## src/mat_mul_cfg_pkg.sv

```systemverilog
package mat_mul_cfg_pkg;

  ////////////////////////////////////////////////////////////////////////////
  // Array geometry
  ////////////////////////////////////////////////////////////////////////////

  // Edge of the systolic array, in elements
  localparam int mat_size = 4;

  // C keeps the low byte of each dot product, same width as A and B
  localparam int elem_w = 8;

  // One bank word carries a full row or column
  localparam int word_w = mat_size * elem_w;

  ////////////////////////////////////////////////////////////////////////////
  // Matrix bank
  ////////////////////////////////////////////////////////////////////////////

  // Regions A, B and C, mat_size words each
  localparam int bank_addr_w = 4;
  localparam int bank_words  = 3 * mat_size;

  // Last operand feed until the bottom-right cell has accumulated
  localparam int drain_cycles = 2 * mat_size - 1;

  typedef logic [elem_w-1:0] elem_t;
  typedef logic [word_w-1:0] word_t;

endpackage

```

## src/mat_mul_map_pkg.sv

```systemverilog
package mat_mul_map_pkg;

  // Host byte address, word aligned
  localparam int axi_addr_w = 8;

  // Top two bits of the word address
  typedef enum logic [1:0] {
    region_a   = 2'd0,
    region_b   = 2'd1,
    region_c   = 2'd2,
    region_csr = 2'd3
  } region_e;

  // Register select inside region_csr
  typedef enum logic [3:0] {
    csr_control = 4'd0,
    csr_status  = 4'd1
  } csr_sel_e;

  typedef enum logic [1:0] {
    resp_okay   = 2'b00,
    resp_slverr = 2'b10
  } resp_e;

  // Byte address bits 7:2, read as a bank row or as a register select
  typedef union packed {
    struct packed {
      region_e    region;
      logic [3:0] row;
    } mem_view;
    struct packed {
      region_e  region;
      csr_sel_e sel;
    } csr_view;
  } host_addr_u;

endpackage

```

## src/matrix_bank.sv

```systemverilog
`timescale 1ns/1ps

module matrix_bank #(
  parameter int depth = mat_mul_cfg_pkg::bank_words
) (
  input  logic                                   clk_mem,
  input  logic                                   reset,
  input  logic                                   we,
  input  logic [mat_mul_cfg_pkg::bank_addr_w-1:0] addr,
  input  mat_mul_cfg_pkg::word_t                 wdata,
  output mat_mul_cfg_pkg::word_t                 rdata
);
  import mat_mul_cfg_pkg::*;

  word_t mem [depth];

  always_ff @(posedge clk_mem) begin
    if (we) begin
      mem[addr] <= wdata;
    end
  end

  // Read port registered, held during a write
  always_ff @(posedge clk_mem) begin
    if (reset) begin
      rdata <= '0;
    end else if (!we) begin
      rdata <= mem[addr];
    end
  end

endmodule

```

## src/bank_arbiter.sv

```systemverilog
`timescale 1ns/1ps

module bank_arbiter (
  input  logic                                   clk_mem,
  input  logic                                   reset,
  input  logic                                   host_req,
  input  logic                                   host_we,
  input  logic [mat_mul_cfg_pkg::bank_addr_w-1:0] host_addr,
  input  mat_mul_cfg_pkg::word_t                 host_wdata,
  output logic                                   host_gnt,
  input  logic                                   seq_req,
  input  logic                                   seq_we,
  input  logic [mat_mul_cfg_pkg::bank_addr_w-1:0] seq_addr,
  input  mat_mul_cfg_pkg::word_t                 seq_wdata,
  output logic                                   bank_we,
  output logic [mat_mul_cfg_pkg::bank_addr_w-1:0] bank_addr,
  output mat_mul_cfg_pkg::word_t                 bank_wdata
);
  import mat_mul_cfg_pkg::*;

  logic [bank_addr_w-1:0] hold_addr;

  // Sequencer first, the host only gets an idle bank
  assign host_gnt = host_req && !seq_req;

  always_comb begin
    if (seq_req) begin
      bank_we    = seq_we;
      bank_addr  = seq_addr;
      bank_wdata = seq_wdata;
    end else begin
      bank_we    = host_gnt && host_we;
      bank_addr  = host_gnt ? host_addr : hold_addr;
      bank_wdata = host_wdata;
    end
  end

  // Idle bank re-reads the last word, so host read data stays put
  always_ff @(posedge clk_mem) begin
    if (reset) begin
      hold_addr <= '0;
    end else begin
      hold_addr <= bank_addr;
    end
  end

endmodule

```

## src/axi_lite_host_port.sv

```systemverilog
`timescale 1ns/1ps

module axi_lite_host_port (
  input  logic                                   clk_mem,
  input  logic                                   reset,
  input  logic [mat_mul_map_pkg::axi_addr_w-1:0]  awaddr,
  input  logic                                   awvalid,
  output logic                                   awready,
  input  mat_mul_cfg_pkg::word_t                 wdata,
  input  logic [mat_mul_cfg_pkg::word_w/8-1:0]    wstrb,
  input  logic                                   wvalid,
  output logic                                   wready,
  output mat_mul_map_pkg::resp_e                 bresp,
  output logic                                   bvalid,
  input  logic                                   bready,
  input  logic [mat_mul_map_pkg::axi_addr_w-1:0]  araddr,
  input  logic                                   arvalid,
  output logic                                   arready,
  output mat_mul_cfg_pkg::word_t                 rdata,
  output mat_mul_map_pkg::resp_e                 rresp,
  output logic                                   rvalid,
  input  logic                                   rready,
  output logic                                   host_req,
  output logic                                   host_we,
  output logic [mat_mul_cfg_pkg::bank_addr_w-1:0] host_addr,
  output mat_mul_cfg_pkg::word_t                 host_wdata,
  input  logic                                   host_gnt,
  input  mat_mul_cfg_pkg::word_t                 bank_rdata,
  output logic                                   start,
  input  logic                                   busy,
  input  logic                                   done_pulse
);
  import mat_mul_cfg_pkg::*;
  import mat_mul_map_pkg::*;

  localparam int row_w = $clog2(mat_size);

  host_addr_u aw_dec;
  host_addr_u ar_dec;
  logic       aw_bank_ok;
  logic       aw_csr_ok;
  logic       ar_bank_ok;
  logic       ar_csr_ok;
  logic       wr_pend;
  logic       rd_pend;
  logic       wr_go;
  logic       rd_go;
  logic       done_q;
  logic       rd_bank_q;
  word_t      rdata_q;

  ////////////////////////////////////////////////////////////////////////////
  // Address decode
  ////////////////////////////////////////////////////////////////////////////

  assign aw_dec = awaddr[axi_addr_w-1:2];
  assign ar_dec = araddr[axi_addr_w-1:2];

  // C is read-only from the host
  assign aw_bank_ok = aw_dec.mem_view.region inside {region_a, region_b}
                      && aw_dec.mem_view.row < mat_size;
  assign aw_csr_ok  = aw_dec.csr_view.region == region_csr
                      && aw_dec.csr_view.sel == csr_control;
  assign ar_bank_ok = ar_dec.mem_view.region != region_csr
                      && ar_dec.mem_view.row < mat_size;
  assign ar_csr_ok  = ar_dec.csr_view.region == region_csr
                      && ar_dec.csr_view.sel inside {csr_control, csr_status};

  ////////////////////////////////////////////////////////////////////////////
  // Handshake, one access in flight
  ////////////////////////////////////////////////////////////////////////////

  assign wr_pend = awvalid && wvalid && !bvalid && !rvalid;
  assign rd_pend = arvalid && !bvalid && !rvalid && !wr_pend;

  // Bank accesses wait for the grant, the rest go straight through
  assign wr_go = wr_pend && (!aw_bank_ok || host_gnt);
  assign rd_go = rd_pend && (!ar_bank_ok || host_gnt);

  assign awready = wr_go;
  assign wready  = wr_go;
  assign arready = rd_go;

  assign host_req   = (wr_pend && aw_bank_ok) || (rd_pend && ar_bank_ok);
  assign host_we    = wr_pend;
  assign host_wdata = wdata;
  assign host_addr  = wr_pend ? {aw_dec.mem_view.region, aw_dec.mem_view.row[row_w-1:0]}
                              : {ar_dec.mem_view.region, ar_dec.mem_view.row[row_w-1:0]};

  always_ff @(posedge clk_mem) begin
    if (reset) begin
      bvalid    <= 1'b0;
      rvalid    <= 1'b0;
      rd_bank_q <= 1'b0;
      start     <= 1'b0;
      done_q    <= 1'b0;
    end else begin
      // Start while busy is dropped
      start <= wr_go && aw_csr_ok && wdata[0] && !busy;
      if (wr_go) begin
        bvalid <= 1'b1;
      end else if (bready) begin
        bvalid <= 1'b0;
      end
      if (rd_go) begin
        rvalid    <= 1'b1;
        rd_bank_q <= ar_bank_ok;
      end else if (rready) begin
        rvalid <= 1'b0;
      end
      if (start) begin
        done_q <= 1'b0;
      end else if (done_pulse) begin
        done_q <= 1'b1;
      end
    end
  end

  always_ff @(posedge clk_mem) begin
    if (wr_go) begin
      bresp <= (aw_bank_ok || aw_csr_ok) ? resp_okay : resp_slverr;
    end
    if (rd_go) begin
      rresp   <= (ar_bank_ok || ar_csr_ok) ? resp_okay : resp_slverr;
      rdata_q <= '0;
      if (ar_csr_ok && ar_dec.csr_view.sel == csr_status) begin
        rdata_q <= word_t'({done_q, busy});
      end
    end
  end

  // Bank word arrives with rvalid
  assign rdata = rd_bank_q ? bank_rdata : rdata_q;

endmodule

```

## src/mac_cell.sv

```systemverilog
`timescale 1ns/1ps

module mac_cell (
  input  logic                   clk_mem,
  input  logic                   reset,
  input  logic                   clear,
  input  logic                   valid_in,
  input  mat_mul_cfg_pkg::elem_t a_in,
  input  mat_mul_cfg_pkg::elem_t b_in,
  output logic                   valid_out,
  output mat_mul_cfg_pkg::elem_t a_out,
  output mat_mul_cfg_pkg::elem_t b_out,
  output mat_mul_cfg_pkg::elem_t acc
);

  // Sum wraps at the element width
  always_ff @(posedge clk_mem) begin
    if (reset || clear) begin
      acc <= '0;
    end else if (valid_in) begin
      acc <= acc + a_in * b_in;
    end
  end

  // A moves east, B moves south
  always_ff @(posedge clk_mem) begin
    a_out <= a_in;
    b_out <= b_in;
  end

  always_ff @(posedge clk_mem) begin
    if (reset) begin
      valid_out <= 1'b0;
    end else begin
      valid_out <= valid_in;
    end
  end

endmodule

```

## src/systolic_array.sv

```systemverilog
`timescale 1ns/1ps

module systolic_array (
  input  logic                                         clk_mem,
  input  logic                                         reset,
  input  logic                                         clear,
  input  logic                                         feed_valid,
  input  mat_mul_cfg_pkg::word_t                       a_col,
  input  mat_mul_cfg_pkg::word_t                       b_row,
  input  logic [$clog2(mat_mul_cfg_pkg::mat_size)-1:0] row_sel,
  output mat_mul_cfg_pkg::word_t                       c_row
);
  import mat_mul_cfg_pkg::*;

  // Stage d holds the input word delayed d+1 cycles
  word_t               a_dly [mat_size-1];
  word_t               b_dly [mat_size-1];
  logic [mat_size-2:0] v_dly;

  // Grid links, the extra column and row fall off the edge
  wire elem_t a_e [mat_size][mat_size+1];
  wire elem_t b_s [mat_size+1][mat_size];
  wire        v_e [mat_size][mat_size+1];
  wire elem_t acc [mat_size][mat_size];

  ////////////////////////////////////////////////////////////////////////////
  // Input skew, row i and column j late by i and j cycles
  ////////////////////////////////////////////////////////////////////////////

  always_ff @(posedge clk_mem) begin
    if (reset) begin
      v_dly <= '0;
    end else begin
      v_dly <= {v_dly[mat_size-3:0], feed_valid};
    end
  end

  always_ff @(posedge clk_mem) begin
    a_dly[0] <= a_col;
    b_dly[0] <= b_row;
    for (int d = 1; d < mat_size - 1; d++) begin
      a_dly[d] <= a_dly[d-1];
      b_dly[d] <= b_dly[d-1];
    end
  end

  for (genvar i = 0; i < mat_size; i++) begin : g_edge
    if (i == 0) begin : g_direct
      assign a_e[0][0] = a_col[elem_w-1:0];
      assign b_s[0][0] = b_row[elem_w-1:0];
      assign v_e[0][0] = feed_valid;
    end else begin : g_skewed
      assign a_e[i][0] = a_dly[i-1][i*elem_w +: elem_w];
      assign b_s[0][i] = b_dly[i-1][i*elem_w +: elem_w];
      assign v_e[i][0] = v_dly[i-1];
    end
  end

  ////////////////////////////////////////////////////////////////////////////
  // Cell grid
  ////////////////////////////////////////////////////////////////////////////

  for (genvar i = 0; i < mat_size; i++) begin : g_row
    for (genvar j = 0; j < mat_size; j++) begin : g_col
      mac_cell mac_cell_i (
        .clk_mem   (clk_mem),
        .reset     (reset),
        .clear     (clear),
        .valid_in  (v_e[i][j]),
        .a_in      (a_e[i][j]),
        .b_in      (b_s[i][j]),
        .valid_out (v_e[i][j+1]),
        .a_out     (a_e[i][j+1]),
        .b_out     (b_s[i+1][j]),
        .acc       (acc[i][j])
      );
    end
  end

  // Selected C row
  always_comb begin
    for (int j = 0; j < mat_size; j++) begin
      c_row[j*elem_w +: elem_w] = acc[row_sel][j];
    end
  end

endmodule

```

## src/mat_mul_sequencer.sv

```systemverilog
`timescale 1ns/1ps

module mat_mul_sequencer (
  input  logic                                         clk_mem,
  input  logic                                         reset,
  input  logic                                         start,
  output logic                                         busy,
  output logic                                         done_pulse,
  output logic                                         seq_req,
  output logic                                         seq_we,
  output logic [mat_mul_cfg_pkg::bank_addr_w-1:0]       seq_addr,
  output mat_mul_cfg_pkg::word_t                       seq_wdata,
  input  mat_mul_cfg_pkg::word_t                       bank_rdata,
  output logic                                         clear,
  output logic                                         feed_valid,
  output mat_mul_cfg_pkg::word_t                       a_col,
  output mat_mul_cfg_pkg::word_t                       b_row,
  output logic [$clog2(mat_mul_cfg_pkg::mat_size)-1:0] row_sel,
  input  mat_mul_cfg_pkg::word_t                       c_row
);
  import mat_mul_cfg_pkg::*;
  import mat_mul_map_pkg::*;

  localparam int step_w  = $clog2(2 * mat_size);
  localparam int drain_w = $clog2(drain_cycles);

  localparam logic [1:0] st_idle  = 2'd0;
  localparam logic [1:0] st_fetch = 2'd1;
  localparam logic [1:0] st_drain = 2'd2;
  localparam logic [1:0] st_write = 2'd3;

  logic [1:0]         state;
  logic [step_w-1:0]  step;
  logic [drain_w-1:0] drain_cnt;
  logic               rd_a_q;
  logic               rd_b_q;
  word_t              a_hold;

  ////////////////////////////////////////////////////////////////////////////
  // Phase FSM
  ////////////////////////////////////////////////////////////////////////////

  always_ff @(posedge clk_mem) begin
    if (reset) begin
      state     <= st_idle;
      step      <= '0;
      drain_cnt <= '0;
    end else begin
      case (state)
        st_idle: begin
          if (start) begin
            state <= st_fetch;
            step  <= '0;
          end
        end
        // Even steps read A column k, odd steps B row k
        st_fetch: begin
          step <= step + 1'b1;
          if (step == step_w'(2 * mat_size - 1)) begin
            state     <= st_drain;
            drain_cnt <= '0;
          end
        end
        st_drain: begin
          drain_cnt <= drain_cnt + 1'b1;
          if (drain_cnt == drain_w'(drain_cycles - 1)) begin
            state <= st_write;
            step  <= '0;
          end
        end
        default: begin
          step <= step + 1'b1;
          if (step == step_w'(mat_size - 1)) begin
            state <= st_idle;
          end
        end
      endcase
    end
  end

  always_ff @(posedge clk_mem) begin
    if (reset) begin
      clear      <= 1'b0;
      rd_a_q     <= 1'b0;
      rd_b_q     <= 1'b0;
      done_pulse <= 1'b0;
    end else begin
      clear      <= state == st_idle && start;
      rd_a_q     <= state == st_fetch && !step[0];
      rd_b_q     <= state == st_fetch && step[0];
      done_pulse <= state == st_write && step == step_w'(mat_size - 1);
    end
  end

  // A word waits one cycle for its B partner
  always_ff @(posedge clk_mem) begin
    if (rd_a_q) begin
      a_hold <= bank_rdata;
    end
  end

  // Bank stays claimed through the drain gap
  assign busy    = state != st_idle;
  assign seq_req = busy;
  assign seq_we  = state == st_write;
  assign row_sel = step[$clog2(mat_size)-1:0];

  assign seq_addr = (state == st_write) ? {region_c, row_sel}
                                        : {step[0] ? region_b : region_a, step[step_w-1:1]};
  assign seq_wdata = c_row;

  assign feed_valid = rd_b_q;
  assign a_col      = a_hold;
  assign b_row      = bank_rdata;

endmodule

```

## src/mat_mul_top.sv

```systemverilog
`timescale 1ns/1ps

module mat_mul_top (
  input  logic                                  clk_mem,
  input  logic                                  reset,
  input  logic [mat_mul_map_pkg::axi_addr_w-1:0] awaddr,
  input  logic                                  awvalid,
  output logic                                  awready,
  input  mat_mul_cfg_pkg::word_t                wdata,
  input  logic [mat_mul_cfg_pkg::word_w/8-1:0]   wstrb,
  input  logic                                  wvalid,
  output logic                                  wready,
  output mat_mul_map_pkg::resp_e                bresp,
  output logic                                  bvalid,
  input  logic                                  bready,
  input  logic [mat_mul_map_pkg::axi_addr_w-1:0] araddr,
  input  logic                                  arvalid,
  output logic                                  arready,
  output mat_mul_cfg_pkg::word_t                rdata,
  output mat_mul_map_pkg::resp_e                rresp,
  output logic                                  rvalid,
  input  logic                                  rready
);
  import mat_mul_cfg_pkg::*;

  // Host side of the bank
  logic                   host_req;
  logic                   host_we;
  logic [bank_addr_w-1:0] host_addr;
  word_t                  host_wdata;
  logic                   host_gnt;

  // Sequencer side of the bank
  logic                   seq_req;
  logic                   seq_we;
  logic [bank_addr_w-1:0] seq_addr;
  word_t                  seq_wdata;

  logic                   bank_we;
  logic [bank_addr_w-1:0] bank_addr;
  word_t                  bank_wdata;
  word_t                  bank_rdata;

  // Control and array feed
  logic                        start;
  logic                        busy;
  logic                        done_pulse;
  logic                        clear;
  logic                        feed_valid;
  word_t                       a_col;
  word_t                       b_row;
  logic [$clog2(mat_size)-1:0] row_sel;
  word_t                       c_row;

  axi_lite_host_port host_port_i (.*);

  bank_arbiter bank_arbiter_i (.*);

  matrix_bank #(
    .depth (bank_words)
  ) matrix_bank_i (
    .clk_mem (clk_mem),
    .reset   (reset),
    .we      (bank_we),
    .addr    (bank_addr),
    .wdata   (bank_wdata),
    .rdata   (bank_rdata)
  );

  mat_mul_sequencer sequencer_i (.*);

  systolic_array systolic_array_i (.*);

endmodule

```

## config.mk

```make
export PLATFORM = sky130hd
export DESIGN_NAME = mat_mul_top
export DESIGN_NICKNAME = d
export VERILOG_FILES = /design/src/mat_mul_cfg_pkg.sv /design/src/mat_mul_map_pkg.sv /design/src/matrix_bank.sv /design/src/bank_arbiter.sv /design/src/axi_lite_host_port.sv /design/src/mac_cell.sv /design/src/systolic_array.sv /design/src/mat_mul_sequencer.sv /design/src/mat_mul_top.sv
export SDC_FILE = /design/constraint.sdc
export NUM_CORES = 2
export LEC_CHECK = 0
export ABC_AREA = 0
export BUFFER_PORTS_ARGS = -buffer_cell sky130_fd_sc_hd__buf_2
export CAP_MARGIN = 10
export CORE_MARGIN = 4
export CORE_UTILIZATION = 35
export CTS_BUF_LIST = sky130_fd_sc_hd__clkbuf_8 sky130_fd_sc_hd__clkbuf_16
export CTS_CLUSTER_DIAMETER = 150
export DETAILED_ROUTE_END_ITERATION = 10
export PLACE_DENSITY = 0.51
export SYNTH_ARGS = -nofsm -noshare
export SYNTH_HDL_FRONTEND = slang
export SYNTH_SLANG_ARGS = --single-unit
```

## constraint.sdc

```tcl
create_clock -name clk_mem -period 4 [get_ports clk_mem]
set_input_delay 0.4 -clock clk_mem [delete_from_list [all_inputs] [get_ports clk_mem]]
set_output_delay 0.4 -clock clk_mem [all_outputs]
set_load 0.03 [all_outputs]
```

---- Yosys cells after proc, flatten, opt, wreduce, memory -nomap -nowiden ----
Memory sizes are Yosys's and may differ from the RTL's. A register that Yosys moved wholly into a read port is not among the register bits.
Index checks and enable logic that the tools add are counted.
word-level totals
  bits in registers ....................... 424
  RAM bits ................................ 576
  input bits .............................. 59
  output and inout port bits .............. 41
  logic and storage cells ................. 208
  memories ................................ 3
cells by class
  add/subtract/negate cells ............... 18
  $mul .................................... 16
  magnitude comparators ................... 3
  equal/unequal tests ..................... 14
  muxes and demuxes ....................... 29
  bitwise logic cells ..................... 1
  reductions and logical operators ........ 53
memories
  name                    words  bits a word  rd ports  clocked after Yosys merged registers in  write ports  line                  text
  matrix_bank_i.mem       12     32           1         1                                        1            matrix_bank.sv:15     word_t mem [depth];
  systolic_array_i.a_dly  3      32           3         0                                        3            systolic_array.sv:16  word_t a_dly [mat_size-1];
  systolic_array_i.b_dly  3      32           3         0                                        3            systolic_array.sv:17  word_t b_dly [mat_size-1];
operator list
  cell                                                                          number
  8-bit adder                                                                   16
  8-bit by 8-bit multiplier with 8-bit output                                   16
  32-bit two-way mux                                                            4
  32-bit binary-select mux with 2-bit select                                    1
  1-bit logical AND                                                             24
  4-bit two-way mux                                                             4
  2-bit two-way mux                                                             6
  3-bit case mux with 2 select lines                                            2
  2-bit nonzero test                                                            6
  3-bit two-way mux                                                             3
  2-bit == test, second input constant                                          4
  1-bit logical NOT                                                             8
  4-bit logical NOT                                                             2
  4-bit by 3-bit less-than comparator with 1-bit output, second input constant  2
  1-bit two-way mux                                                             8
  3-bit by 1-bit adder with 3-bit output, second input constant                 2
  3-bit == test, second input constant                                          2
  1-bit logical OR                                                              6
  2-bit case mux with 3 select lines                                            1
  2-bit by 1-bit == test with 1-bit output, second input constant               2
  4-bit by 1-bit == test with 1-bit output, second input constant               1
  2-bit logical NOT                                                             2
  2-bit by 1-bit inequality test with 1-bit output, second input constant       2
  2-bit inequality test, second input constant                                  2
  7 further kinds                                                               8

---- Longest topological paths before layout ----
  depth after elaboration ................. 13
  gate-level depth with buffers ........... 18
  depth with buffers taken out ............ 18

---- Hierarchy ----
A second synthesis with hierarchy kept.
unflattened totals
  cells, all modules ...................... 4038
  area, all modules ....................... 49304.8 um^2
by module, submodules not included
  module                                                        times used  cells an instance  area each (um^2)  seq. area each (um^2)
  matrix_bank                                                   1           812                15680.0           12171.7
  mac_cell (systolic_array_i.g_row[0].g_col[0].mac_cell_i ...)  8           171                1694.1            500.5
  mac_cell (systolic_array_i.g_row[2].g_col[0].mac_cell_i ...)  8           171                1687.9            500.5
  systolic_array                                                1           141                2815.2            1981.9
  mat_mul_sequencer                                             1           171                2125.8            1201.2
  axi_lite_host_port                                            1           118                977.2             220.2
  bank_arbiter                                                  1           60                 650.6             80.1

---- Worst setup path before layout ----
OpenSTA, ideal clock, no wires.
  kind .................................... reg-to-reg
  start point ............................. register host_port_i.bvalid
  end point ............................... memory matrix_bank_i.mem[1][0] (netlist bit), enable pin
  setup time .............................. 0.421 ns
  arrival time ............................ 3.599 ns
  data required time ...................... 3.579 ns
  setup slack ............................. -0.020 ns
  stages on the path, launching flop included .. 11
  path buffers ............................ 4
  clock period less this slack ............ 4.020 ns
  cells stage by stage .................... dfxtp_1 > nor4bb_1 > buf_2 > mux2_2 > a211oi_1 > or3_1 > clkbuf_1 > buf_2 > buf_2 > nand2_1 > nor2_1
on the way
  cells in the longest elaborated chain, start to end .. 12
  elaborated cells between the ends (all ways) .. 18
  those cells by class .................... mux (6); reduce/logical (12)
RTL lines
  element                                  line                                                text
  start, declared                          axi_lite_host_port.sv:14                            output logic bvalid,
  start signal, assigned                   axi_lite_host_port.sv:92                            bvalid <= 1'b0;
  start signal, assigned                   axi_lite_host_port.sv:101                           bvalid <= 1'b1;
  start signal, assigned                   axi_lite_host_port.sv:103                           bvalid <= 1'b0;
  1-bit logical NOT *                      axi_lite_host_port.sv:73, axi_lite_host_port.sv:74
  1-bit logical AND (2 in a row)           axi_lite_host_port.sv:73                            assign wr_pend = awvalid && wvalid && !bvalid && !rvalid;
  1-bit logical NOT                        axi_lite_host_port.sv:74                            assign rd_pend = arvalid && !bvalid && !rvalid && !wr_pend;
  1-bit logical AND                        axi_lite_host_port.sv:74
  1-bit logical AND                        axi_lite_host_port.sv:84                            assign host_req = (wr_pend && aw_bank_ok) || (rd_pend && ar_bank_ok);
  1-bit logical OR                         axi_lite_host_port.sv:84
  1-bit logical AND                        bank_arbiter.sv:24                                  assign host_gnt = host_req && !seq_req;
  1-bit logical AND                        bank_arbiter.sv:32                                  bank_we = host_gnt && host_we;
  1-bit two-way mux                        bank_arbiter.sv:27                                  if (seq_req) begin
  1-bit two-way mux                        matrix_bank.sv:18                                   if (we) begin
  1-bit two-way mux (implied by the code)  matrix_bank.sv:19                                   mem[addr] <= wdata;
  end, declared                            matrix_bank.sv:15
Mark *: on every way between the ends. The rest lies on a longest branch, timed or not.

---- Worst setup path after layout ----
  start point ............................. register systolic_array_i.g_row[0].g_col[1].mac_cell_i.b_out[0]
  end point ............................... register systolic_array_i.g_row[1].g_col[1].mac_cell_i.acc[7]
on the way
  cells in the longest elaborated chain, start to end .. 2
RTL lines
  element                                      line            text
  start, declared                              mac_cell.sv:12  output mat_mul_cfg_pkg::elem_t b_out,
  start signal, assigned                       mac_cell.sv:28  b_out <= b_in;
  8-bit by 8-bit multiplier with 8-bit output  mac_cell.sv:21  acc <= acc + a_in * b_in;
  8-bit adder                                  mac_cell.sv:21
  end signal, assigned                         mac_cell.sv:21
  end, declared                                mac_cell.sv:13  output mat_mul_cfg_pkg::elem_t acc
Every way passes these cells.
A chain may end at the register's enable or synchronous reset.

==> impl_metrics.ini <==
[setup_path]
crit_top_cell = inv_1
start_kind = register
timing.critical_path.slowest_stage_cell = fa_1
timing.critical_path.arrival_ns = 4.43
critical-path-max-stage-delay_ns = 0.51
critical-path-top-delay-family = adder cells
crit_type = reg -> reg
crit_fanout = 9
crit_chain = and2_1, fa_1, inv_1, fa_1, inv_1, ha_1, inv_1, fa_1, inv_1, fa_2, a21o_1, a21oi_2, xnor2_2, xnor2_1, mux2i_1, nor2_1
critical_path_required_ns = 4.61
timing.critical_path.to_type = register
cp_num_buf_inv = 4

[synthesis]
yosys.area_share.xor_xnor_pct = 5.310
postSynth.asyncResetShare_pct = 0
synth.area.mux_share_pct = 3.888
syn_inst = 4310
synth_top_flop_cell = dfxtp_1
synthesis.area_per_instance_um2 = 11.02
synth_compound_area_share_pct = 6.596
area_share_of_and_or_nand_nor_cells_after_synthesis_pct = 11.92
netlist_area_mm2 = 0.04750
post_synth_fa_ha_maj_area_fraction_pct = 19.54
synth_top_family_by_area = adder cells
synthDistinctLibCells = 52
yosysSeqAreaShare_pct = 46.57
synth-edff-count = 420
synth-seq-cells = 895
synth-warning-count = 0

[routing]
drc = 0
vias = 31251
final_antenna_net_count = 0
routed_via_density = 4.917
drtPass1Iterations = 7
totalWireLength_um = 136800
routed_wire_length_per_instance_um = 21.52
drt_iter0_markers = 2227

[sta]
layout_min_cycle_time_ns = 3.813
period_share_pct = 95.33
worst_slew_margin_rel_pct = 20.92
setup_skew_after_layout_ns = 0.04419
grt_setup_unrepaired = false
finalHoldViolCount = 0
setup_total_negative_slack_ns = 0
drv_slew = 0
max_freq_mhz = 262.3
final_critical_path_setup_slack_ns = 0.1870
worstMarginPinSlew_ns = 1.185
hold_slack_ns = 0.05434
finalSetupViolCount = 0

[die]
die_x_um = 376.4
design.portCount = 100
design.die.area_mm2 = 0.1417
floorplan.rows = 134
core_region_area_mm2 = 0.1341
initial_utilization_pct = 35.41
die_h_um = 376.4

[grt]
grt_pass1_vias = 31743
grt_resource_usage_total_pct = 19.39
grt_antenna_before_repair = 6
grt_start_max_net_pins = 98
wire_length_of_the_first_global_routing_pass_um = 207400
grt_overflow = 0

[layout]
layout-area-overhead-vs-synth_pct = 15.69
num-nets-final = 5127
mostFrequentLayoutCell = nand2_1
most-common-layout-cells = nand2_1 (601), inv_1 (593), edfxtp_1 (420)
nFillCells = 12919
final_cell_count_no_fill = 6356
post_route_cells_drive_above_1_share_pct = 12.30

[cts]
cts_num_sinks = 895
ctsLongestPathBuffers = 3
cts_made_buffers = 99
tritoncts = yes
worstSkewPairLatency_ns = 0.69
clock-root-buffer = clkbuf_16
cts_htree_levels = 3
clk_slew_on_worst_s_h_paths_ns = 0.06

[pwr]
ir_worst_vdd_uv = 360.5
static_leakage_nw = 22.63
power.density_mw_per_mm2 = 661.9

[hold_path]
holdCritPathClass = in -> reg
worstHoldStart = awaddr[6]

[place]
globalplace.congestion = 0.8483
port-buffer-count = 89
hpwlAfterDp_um = 96510
place_worst_setup_slack_ns = 0.02906
post-place-cells = 6158

[status]
outcome = finished clean

[job]
cap_violations = 0
## cells in the mapped netlist (18+ instances only)
cell type | count | area [µm²]
o21ai_0 | 40 | 200.2
a211o_1 | 97 | 849.6
a21o_1 | 32 | 240.2
and2_1 | 239 | 1495
edfxtp_1 | 420 | 12610
buf_1 | 18 | 67.56
nor3_1 | 37 | 185.2
mux4_2 | 32 | 720.7
nor2_1 | 168 | 630.6
dfxtp_1 | 475 | 9509
nand2_1 | 601 | 2256
xor2_1 | 32 | 280.3
nor4_1 | 35 | 219.0
clkbuf_1 | 117 | 439.2
and4_1 | 32 | 280.3
nand4_1 | 66 | 412.9
fa_1 | 288 | 5766
o31a_1 | 32 | 280.3
buf_2 | 36 | 180.2
xnor2_1 | 256 | 2242
ha_1 | 281 | 3516
a21oi_1 | 106 | 530.5
a211oi_1 | 95 | 713.2
a31oi_1 | 33 | 206.5
mux2i_1 | 108 | 1081
inv_1 | 584 | 2192
## per-layer routing
metal | share of wire [%] | global-route usage (%)
met1 | 47 | 27.28
met2 | 46 | 31.49
met3 | 4.7 | 2.700
met4 | 2.3 | 5.068
met5 | 0 | 0
## sequential cells by signal, indices dropped and copies added, names as in the netlist, 32 cells and up
signal / count
matrix_bank_i.rdata: 32
systolic_array_i.g_row.g_col.mac_cell_i.b_out: 90
systolic_array_i.a_dly: 54
sequencer_i.a_col: 32
systolic_array_i.g_row.g_col.mac_cell_i.acc: 128
systolic_array_i.g_row.g_col.mac_cell_i.a_out: 90
systolic_array_i.b_dly: 54
matrix_bank_i.mem: 384
## cells by family after synthesis
family          count (synthesis)
xor+xnor                      288
compound gates                447
other cells                     1
buf+inv                       762
flops                         895
fa+ha+maj                     569
simple gates                 1204
mux                           144
## report_power, final
| group | internal (mW) | total (mW) | switching, mW |
|---|---|---|---|
| clock network | 6.03 | 9.97 | 3.93 |
| logic | 6.03 | 13.9 | 7.88 |
| registers | 11.0 | 12.5 | 1.53 |
| total | 23.0 | 36.4 | 13.3 |
## final timing paths
| kind | cells past startpoint | slack (ns) | endpoint |
|---|---|---|---|
| worst min-delay path | 2 | 0.05 | host_port_i.bresp[1] |
| worst max register to register | 16 | 0.19 | register |
| worst max-delay path | 16 | 0.19 | register |
| worst min register to register | 0 | 0.32 | systolic_array_i.b_dly[0][94] |
## timing repair
item | 4_1_cts | 5_1_grt
setup endpoints to repair | 2 | 16
endpoints found under the hold margin | 5 | 0
gates resized for setup | 2 | 63
pin swaps | 0 | 4
gates cloned | 0 | 0
setup buffers | 0 | 1
hold buffers | 7 | 0
## through the flow
step                power (mW)  utilization, %  area [µm²]
floorplan                22.05               -       47500
global route             39.08           40.96       54940
global placement         26.45           38.13       51140
finish                   36.37           40.97       54950
CTS                      36.71           40.87       54820
detailed placement       26.58           38.13       51140
## area by class of cell
cell class	count	area, µm²	area share, %
antenna	4	10.01	0.01822
clock buffer	116	2711	4.934
clock inverter	70	898.4	1.635
inverter	585	2196	3.996
multi-input combinational	2654	22670	41.26
sequential	895	22200	40.40
tap	1768	2212	4.026
timing repair buffer	264	2052	3.734
## worst reg2reg max path, delay by kind of cell, from the launching register on
kind                     cells  cell delay (ns)
adder cells (fa/ha/maj)      5             2.10
flip-flops                   1             0.38
AO/OA/AOI/OAI                2             0.37
AND/OR/NAND/NOR              2             0.29
XOR/XNOR                     2             0.28
buffers and inverters        4             0.21
multiplexers                 1             0.10
Note: power is estimated with default switching activity, not from simulation.
